[src/hw/rv_config.svh]
`ifndef RV_CONFIG_SVH
`define RV_CONFIG_SVH

// data path and address width
`define RV_XLEN 32

// architectural register file
`define RV_NREGS 32
`define RV_REG_AW 5

`define RV_RESET_PC 32'h8000_0000

`endif

[src/hw/rv_pkg.sv]
`include "rv_config.svh"

package rv_pkg;

  typedef logic [`RV_XLEN-1:0] word_t;
  typedef logic [`RV_REG_AW-1:0] reg_idx_t;
  // bit n enables byte lane n
  typedef logic [3:0] wmask_t;
  typedef logic [2:0] funct3_t;

  // supported major opcodes
  typedef enum logic [6:0] {
    OP_IMM = 7'b001_0011,
    AUIPC  = 7'b001_0111,
    LUI    = 7'b011_0111,
    JAL    = 7'b110_1111,
    JALR   = 7'b110_0111,
    LOAD   = 7'b000_0011,
    STORE  = 7'b010_0011
  } opcode_e;

  // what the execute stage has to do
  typedef enum logic [2:0] {
    OPC_IMM,
    OPC_LUI,
    OPC_AUIPC,
    OPC_JAL,
    OPC_JALR,
    OPC_LOAD,
    OPC_STORE,
    OPC_NONE
  } op_class_e;

  // load/store access size, spec encoding
  localparam funct3_t F3_B  = 3'b000;
  localparam funct3_t F3_H  = 3'b001;
  localparam funct3_t F3_W  = 3'b010;
  localparam funct3_t F3_BU = 3'b100;
  localparam funct3_t F3_HU = 3'b101;

  // same instruction word seen through each format
  typedef union packed {
    word_t raw;
    struct packed {
      logic [11:0] imm;
      reg_idx_t    rs1;
      funct3_t     funct3;
      reg_idx_t    rd;
      logic [6:0]  opcode;
    } i_fmt;
    struct packed {
      logic [6:0]  imm_hi;
      reg_idx_t    rs2;
      reg_idx_t    rs1;
      funct3_t     funct3;
      logic [4:0]  imm_lo;
      logic [6:0]  opcode;
    } s_fmt;
    struct packed {
      logic [19:0] imm;
      reg_idx_t    rd;
      logic [6:0]  opcode;
    } u_fmt;
    struct packed {
      logic        imm_20;
      logic [9:0]  imm_10_1;
      logic        imm_11;
      logic [7:0]  imm_19_12;
      reg_idx_t    rd;
      logic [6:0]  opcode;
    } j_fmt;
  } inst_t;

endpackage

[src/hw/rv_ctrl_if.sv]
`timescale 1ns/100ps

// decoded control, valid combinationally within the cycle
interface rv_ctrl_if
  import rv_pkg::*;
  ();

  op_class_e op_class;
  // sign extended, U-type already shifted
  word_t     imm;
  funct3_t   funct3;
  reg_idx_t  rd;
  logic      rd_wen;

  modport decode (
    output op_class, imm, funct3, rd, rd_wen
  );

  modport execute (
    input op_class, imm, funct3, rd, rd_wen
  );

endinterface

[src/hw/rv_decode.sv]
`timescale 1ns/100ps
`include "rv_config.svh"

module rv_decode
  import rv_pkg::*;
(
  input  inst_t     inst,
  output reg_idx_t  rs1,
  output reg_idx_t  rs2,
  rv_ctrl_if.decode ctrl
);

  opcode_e opcode;
  word_t   imm_i;
  word_t   imm_s;
  word_t   imm_u;
  word_t   imm_j;

  assign opcode = opcode_e'(inst.i_fmt.opcode);

  // register indices sit at the same place for every format
  assign rs1 = inst.i_fmt.rs1;
  assign rs2 = inst.s_fmt.rs2;

  assign ctrl.rd     = inst.i_fmt.rd;
  assign ctrl.funct3 = inst.i_fmt.funct3;

  // immediates per format
  assign imm_i = {{(`RV_XLEN-12){inst.i_fmt.imm[11]}}, inst.i_fmt.imm};
  assign imm_s = {{(`RV_XLEN-12){inst.s_fmt.imm_hi[6]}}, inst.s_fmt.imm_hi,
                  inst.s_fmt.imm_lo};
  assign imm_u = {inst.u_fmt.imm, 12'h000};
  assign imm_j = {{(`RV_XLEN-21){inst.j_fmt.imm_20}}, inst.j_fmt.imm_20,
                  inst.j_fmt.imm_19_12, inst.j_fmt.imm_11, inst.j_fmt.imm_10_1, 1'b0};

  always_comb begin
    ctrl.op_class = OPC_NONE;
    ctrl.imm      = '0;
    case (opcode)
      OP_IMM: begin
        ctrl.op_class = OPC_IMM;
        ctrl.imm      = imm_i;
      end
      LUI: begin
        ctrl.op_class = OPC_LUI;
        ctrl.imm      = imm_u;
      end
      AUIPC: begin
        ctrl.op_class = OPC_AUIPC;
        ctrl.imm      = imm_u;
      end
      JAL: begin
        ctrl.op_class = OPC_JAL;
        ctrl.imm      = imm_j;
      end
      JALR: begin
        ctrl.op_class = OPC_JALR;
        ctrl.imm      = imm_i;
      end
      LOAD: begin
        ctrl.op_class = OPC_LOAD;
        ctrl.imm      = imm_i;
      end
      STORE: begin
        ctrl.op_class = OPC_STORE;
        ctrl.imm      = imm_s;
      end
      default: ;
    endcase
  end

  // writes to x0 are dropped here
  assign ctrl.rd_wen = (ctrl.op_class != OPC_STORE) && (ctrl.op_class != OPC_NONE) &&
                       (inst.i_fmt.rd != '0);

endmodule

[src/hw/rv_regfile.sv]
`timescale 1ns/100ps
`include "rv_config.svh"

module rv_regfile
  import rv_pkg::*;
(
  input  logic     clk,
  input  logic     rst,
  input  reg_idx_t rs1,
  input  reg_idx_t rs2,
  output word_t    rs1_data,
  output word_t    rs2_data,
  input  logic     wen,
  input  reg_idx_t waddr,
  input  word_t    wdata
);

  word_t regs [0:`RV_NREGS-1];

  // x0 is never written
  always_ff @(posedge clk) begin
    if (!rst && wen && (waddr != '0)) begin
      regs[waddr] <= wdata;
    end
  end

  // combinational reads, x0 reads zero
  assign rs1_data = (rs1 == '0) ? '0 : regs[rs1];
  assign rs2_data = (rs2 == '0) ? '0 : regs[rs2];

endmodule

[src/hw/rv_execute.sv]
`timescale 1ns/100ps
`include "rv_config.svh"

module rv_execute
  import rv_pkg::*;
(
  input  logic       clk,
  input  logic       rst,
  rv_ctrl_if.execute ctrl,
  input  word_t      rs1_data,
  input  word_t      rs2_data,
  input  word_t      mem_rdata,
  output word_t      pc,
  output word_t      mem_addr,
  output word_t      mem_wdata,
  output wmask_t     mem_wmask,
  output logic       mem_read,
  output logic       mem_write,
  output logic       wb_en,
  output word_t      wb_data
);

  word_t    op_a;
  word_t    sum;
  word_t    pc_plus4;
  word_t    next_pc;
  word_t    load_val;
  wmask_t   lane_mask;
  logic [1:0] offs;
  logic [7:0]  ld_byte;
  logic [15:0] ld_half;

  always_ff @(posedge clk) begin
    if (rst) begin
      pc <= `RV_RESET_PC;
    end else begin
      pc <= next_pc;
    end
  end

  // one shared adder for address, jump target and result
  always_comb begin
    case (ctrl.op_class)
      OPC_AUIPC, OPC_JAL: op_a = pc;
      OPC_LUI:            op_a = '0;
      default:            op_a = rs1_data;
    endcase
  end

  assign sum      = op_a + ctrl.imm;
  assign pc_plus4 = pc + 32'd4;
  assign offs     = sum[1:0];

  always_comb begin
    case (ctrl.op_class)
      OPC_JAL:  next_pc = sum;
      OPC_JALR: next_pc = {sum[`RV_XLEN-1:1], 1'b0};
      default:  next_pc = pc_plus4;
    endcase
  end

  // lane picks for loads
  assign ld_byte = mem_rdata[{offs, 3'b000} +: 8];
  assign ld_half = offs[1] ? mem_rdata[31:16] : mem_rdata[15:0];

  always_comb begin
    load_val = '0;
    case (ctrl.funct3)
      F3_B:  load_val = {{24{ld_byte[7]}}, ld_byte};
      F3_BU: load_val = {24'h0, ld_byte};
      F3_H:  load_val = offs[0] ? '0 : {{16{ld_half[15]}}, ld_half};
      F3_HU: load_val = offs[0] ? '0 : {16'h0, ld_half};
      F3_W:  load_val = (offs == 2'b00) ? mem_rdata : '0;
      default: ;
    endcase
  end

  // store lanes, misaligned accesses get no lanes
  always_comb begin
    lane_mask = '0;
    case (ctrl.funct3)
      F3_B: lane_mask = 4'b0001 << offs;
      F3_H: lane_mask = offs[0] ? 4'b0000 : (4'b0011 << offs);
      F3_W: lane_mask = (offs == 2'b00) ? 4'b1111 : 4'b0000;
      default: ;
    endcase
  end

  assign mem_addr  = sum;
  assign mem_wdata = rs2_data << {offs, 3'b000};
  assign mem_read  = (ctrl.op_class == OPC_LOAD);
  assign mem_write = (ctrl.op_class == OPC_STORE) && !rst;
  assign mem_wmask = mem_write ? lane_mask : 4'b0000;

  // write-back
  assign wb_en = ctrl.rd_wen && !rst;

  always_comb begin
    case (ctrl.op_class)
      OPC_JAL, OPC_JALR: wb_data = pc_plus4;
      OPC_LOAD:          wb_data = load_val;
      default:           wb_data = sum;
    endcase
  end

endmodule

[src/hw/rv_core_top.sv]
`timescale 1ns/100ps
`include "rv_config.svh"

module rv_core_top
  import rv_pkg::*;
(
  input  logic     clk,
  input  logic     rst,
  input  word_t    inst,
  input  word_t    mem_rdata,
  output word_t    pc,
  output word_t    mem_addr,
  output word_t    mem_wdata,
  output wmask_t   mem_wmask,
  output logic     mem_read,
  output logic     mem_write,
  output logic     wb_en,
  output reg_idx_t wb_addr,
  output word_t    wb_data
);

  reg_idx_t rs1;
  reg_idx_t rs2;
  word_t    rs1_data;
  word_t    rs2_data;

  rv_ctrl_if ctrl_if ();

  rv_decode i_rv_decode (
    .inst (inst),
    .rs1  (rs1),
    .rs2  (rs2),
    .ctrl (ctrl_if.decode)
  );

  // written back at the retiring edge
  rv_regfile i_rv_regfile (
    .clk      (clk),
    .rst      (rst),
    .rs1      (rs1),
    .rs2      (rs2),
    .rs1_data (rs1_data),
    .rs2_data (rs2_data),
    .wen      (ctrl_if.rd_wen),
    .waddr    (ctrl_if.rd),
    .wdata    (wb_data)
  );

  rv_execute i_rv_execute (
    .clk       (clk),
    .rst       (rst),
    .ctrl      (ctrl_if.execute),
    .rs1_data  (rs1_data),
    .rs2_data  (rs2_data),
    .mem_rdata (mem_rdata),
    .pc        (pc),
    .mem_addr  (mem_addr),
    .mem_wdata (mem_wdata),
    .mem_wmask (mem_wmask),
    .mem_read  (mem_read),
    .mem_write (mem_write),
    .wb_en     (wb_en),
    .wb_data   (wb_data)
  );

  assign wb_addr = ctrl_if.rd;

endmodule

[config.mk]
export PLATFORM = sky130hd
export DESIGN_NAME = rv_core_top
export DESIGN_NICKNAME = d
export VERILOG_FILES = /design/src/hw/rv_pkg.sv /design/src/hw/rv_ctrl_if.sv /design/src/hw/rv_decode.sv /design/src/hw/rv_regfile.sv /design/src/hw/rv_execute.sv /design/src/hw/rv_core_top.sv
export VERILOG_INCLUDE_DIRS = /design/src /design/src/hw
export SDC_FILE = /design/constraint.sdc
export NUM_CORES = 1
export LEC_CHECK = 0
export BUFFER_PORTS_ARGS = -buffer_cell sky130_fd_sc_hd__buf_4
export CAP_MARGIN = 15
export CORE_ASPECT_RATIO = 0.7
export CORE_UTILIZATION = 43
export DETAILED_ROUTE_END_ITERATION = 10
export GPL_TIMING_DRIVEN = 0
export PLACE_DENSITY_LB_ADDON = 0.15
export SLEW_MARGIN = 15
export SYNTH_ARGS = -nofsm -noshare
export SYNTH_HDL_FRONTEND = slang
export SYNTH_SLANG_ARGS = --single-unit
[constraint.sdc]
create_clock -name clk -period 14 [get_ports clk]
set_input_delay 4.2 -clock clk [delete_from_list [all_inputs] [get_ports clk]]
set_output_delay 4.2 -clock clk [all_outputs]
set_load 0.01 [all_outputs]
==> summary.md <==
| Metric | Value |
|---|---|
| Final Hold Viols | 0 |
| Clock skew | 0.0318 ns |
| Core area | 122000 sq um |
| Setup TNS | -0.168 ns |
| Antenna-violating nets left | 0 |
| Worst EP arrival | 9.88 ns |
| Final WS setup | -0.0793 ns |
| WHS | 0.555 ns |
| Cells on worst reg2reg path | 15 |
| Power Dens Cells | 122 nW/um^2 |
| Multi-input gate area | 21500 sq um |
| Initial antenna violation count | 14 |
| Outcome | finished, violations left |
| Vias per Instance | 7.13 |
| CTS Buf Count | 104 |
| Synthesis-to-finish area growth | 20.4% |
| Worst Hold Path Cells | 2 |
| Hold Startpoint | i_rv_execute.pc[1] |
| Post-synth ARST share | 0% |
| Critical path type | input port to primary output |
| Drt drc | 0 |
| Total track usage | 37.3% |
| Worst r2r dst | i_rv_regfile.regs[2][24] |
| Main flop type after synthesis | edfxtp_1 |
| Post-place instance area | 59100 sq um |
| Min Clock Period, post-route | 14.08 ns |
| Largest net degree at the start of global routing | 34 |
| Ys Warns | 0 |
| Max_slew headroom | 7.24% |
| # setup viols final | 3 |
| CTS Hold Buffers Added | 0 |
| Die Wd | 421 um |
| CP Capture Type | primary output |
| Most common cell after layout, fill and taps aside | edfxtp_1 |
| Worst-Skew Late Latency | 0.76 ns |
| Max frequency | 0.0710 GHz |
| Fin crit share | 101% |
| DR vias | 37300 |
| CTS sink count | 1056 |
| Failing checks | setup timing |
| Sequential fraction of the synthesis area | 59.3% |
| Root Buffer | clkbuf_16 |
| Finished Core Util | 52.3% |
| Final nets | 3603 |
| TritonCTS clock tree | built |
| Die Y | 296 um |
| PortBufs | 197 |
| FF+latch count, synth | 1056 |
| Initial Util | 43.4% |
| Vias in the first global route | 35500 |
| Clock Path Buffers | 3 |
| Total Routed Length | 234000 um |
| Finished Cell Area | 63700 sq um |
| Row cnt | 107 |
| WL/cell | 44.7 um |
| Final Slew Violations | 0 |
| Sequential Area | 31400 sq um |
| Total grt overflow | 0 |
| R2r setup slk | 8.58 ns |
| Fillers | 9775 |
| Hold/Removal Path Class | flop to flop |
| Final GP Congestion | 1.00 |
| Synth Area per Inst | 17.6 sq um |
| Most frequent cells in the layout | 1024 x edfxtp_1, 556 x mux4_2, 312 x buf_4 |
| Non-filler instance count after layout | 5234 |
| Pre-Repair DR Iteration Count | 6 |
| CP max FO | 17 |
| Synth cell types | 76 |
| DRT iter0 DRCs | 6727 |
| Number of synthesized flops with an enable pin | 1024 |
| First-pass GRT wire length | 310000 um |
| Crit Reg-Reg Startpoint | i_rv_regfile.regs[31][0] |
| Post-Synthesis Cells | 3007 |
| Share of cells above drive strength 1 | 39.5% |
| Max-cap violations | 0 |
| Startpoint type of the worst setup path | input port |
| Critical path required time | 9.80 ns |
| H-Tree Depth | 3 |
| Worst Tran Pin Value | 1.39 ns |
| Peak supply drop | 0.000103 V |
| Netlist Area Pre-Place | 52900 sq um |
| Ports | 206 |
| Dpl cells | 5016 |
| Pleak | 21.3 nW |
| Worst Hold End | i_rv_execute.pc[1] |
| DP Wirelength | 166000 um |
| Worst-path clk slew | 0.06 ns |
| Die area | 124000 sq um |
## per-stage QoR
stage                     power [W]  setup WS, ns
after global routing        0.00791       -0.0176
after floorplan             0.00428         0.134
after CTS                   0.00772      -0.00473
final                       0.00778       -0.0793
after global placement      0.00481         -4.40
after detailed placement    0.00489         -2.48
## metal layers
layer,GRT usage (%),share of wire (%),vias to the layer above
li1,-,-,13800
met1,51.4,37,19700
met2,52.7,42,3244
met3,13.6,15,591
met4,17.5,5.4,14
met5,0,0.039,-
## Yosys cell counts, types with 4 or more instances
cell type | n | share of area [%]
a211oi_1 | 42 | 0.60
a21o_1 | 36 | 0.51
a21oi_1 | 91 | 0.86
a221o_1 | 6 | 0.11
a221oi_1 | 25 | 0.41
a22o_1 | 44 | 0.73
a22oi_1 | 21 | 0.30
a31oi_1 | 4 | 0.047
and2_1 | 19 | 0.22
and3_1 | 16 | 0.19
buf_1 | 22 | 0.16
buf_2 | 45 | 0.43
buf_4 | 29 | 0.41
buf_6 | 8 | 0.17
clkbuf_1 | 139 | 0.99
dfxtp_1 | 32 | 1.2
edfxtp_1 | 1024 | 58
ha_1 | 32 | 0.76
inv_1 | 30 | 0.21
mux2_2 | 48 | 1.0
mux2i_1 | 109 | 2.1
mux4_2 | 556 | 24
nand2_1 | 106 | 0.75
nand2b_1 | 27 | 0.32
nand3_1 | 21 | 0.20
nand4_1 | 9 | 0.11
nor2_1 | 133 | 0.94
nor2b_1 | 6 | 0.071
nor3_1 | 41 | 0.39
nor3b_1 | 6 | 0.085
nor4_1 | 6 | 0.071
o2111ai_1 | 4 | 0.066
o211ai_1 | 24 | 0.34
o21a_1 | 4 | 0.057
o21ai_0 | 58 | 0.55
o21ai_1 | 5 | 0.047
o21bai_1 | 4 | 0.057
o221ai_1 | 35 | 0.58
o22ai_1 | 30 | 0.35
or3_1 | 6 | 0.071
xnor2_1 | 32 | 0.53
xor2_1 | 23 | 0.38
## final cells by class
type                    instances  area share, %
plain buffers                 238           2.56
inverters                      31          0.183
clock inverters                60          0.917
well taps                    1635           3.21
repair buffers                359           5.68
clock buffers                 131           4.28
diodes                         10         0.0393
multi-input cells            1714           33.8
flip-flops and latches       1056           49.3
## state kept, by name, indices dropped and copies added (netlist names)
name,count
i_rv_execute.pc,32
i_rv_regfile.regs,1024
## repair_timing
| item | CTS | global route |
|---|---|---|
| pin swaps | 12 | 3 |
| setup endpoints to repair | 92 | 34 |
| setup buffers | 14 | 1 |
| cloned | 6 | 0 |
| resized for setup | 190 | 88 |
## power by group
| part | total (W) | internal (W) | switching, W |
|---|---|---|---|
| registers | 0.00361 | 0.00360 | 0.0000113 |
| clock network | 0.00284 | 0.00156 | 0.00128 |
| logic | 0.00132 | 0.000475 | 0.000847 |
## logic make-up after synthesis
group	share of synthesized area [%]
compound gates	6.13
xor+xnor	0.910
fa+ha+maj	0.794
buf+inv	2.37
flops	59.3
mux	26.8
other cells	0.00709
simple gates	3.68
## critical path: stages
cell and delay [ns]:
clkbuf_1 0.62, buf_2 0.70, clkbuf_1 0.63, o221ai_1 0.28, nor2_2 0.25, o21ai_1 0.20
ha_2 0.46, and3_1 0.25, a221oi_4 0.11, nor4_4 0.39, nor2_1 0.13, xnor2_1 0.48
nand2_2 0.38, nand2_4 0.50, buf_4 0.21
## how the worst max path moves through the flow
stage          slack [ns]     endpoint  cells past startpoint      from
2_1_floorplan        0.13  wb_data[10]                     17  inst[15]
3_3_place_gp        -4.40  wb_data[23]                     17  inst[16]
3_5_place_dp        -2.48   wb_data[7]                     18  inst[15]
4_1_cts            -0.005  wb_data[20]                     19  inst[15]
5_1_grt             -0.02  wb_data[30]                     17  inst[19]
6_report            -0.08  wb_data[12]                     15  inst[19]
No activity file was read; power rests on OpenSTA's default activity.
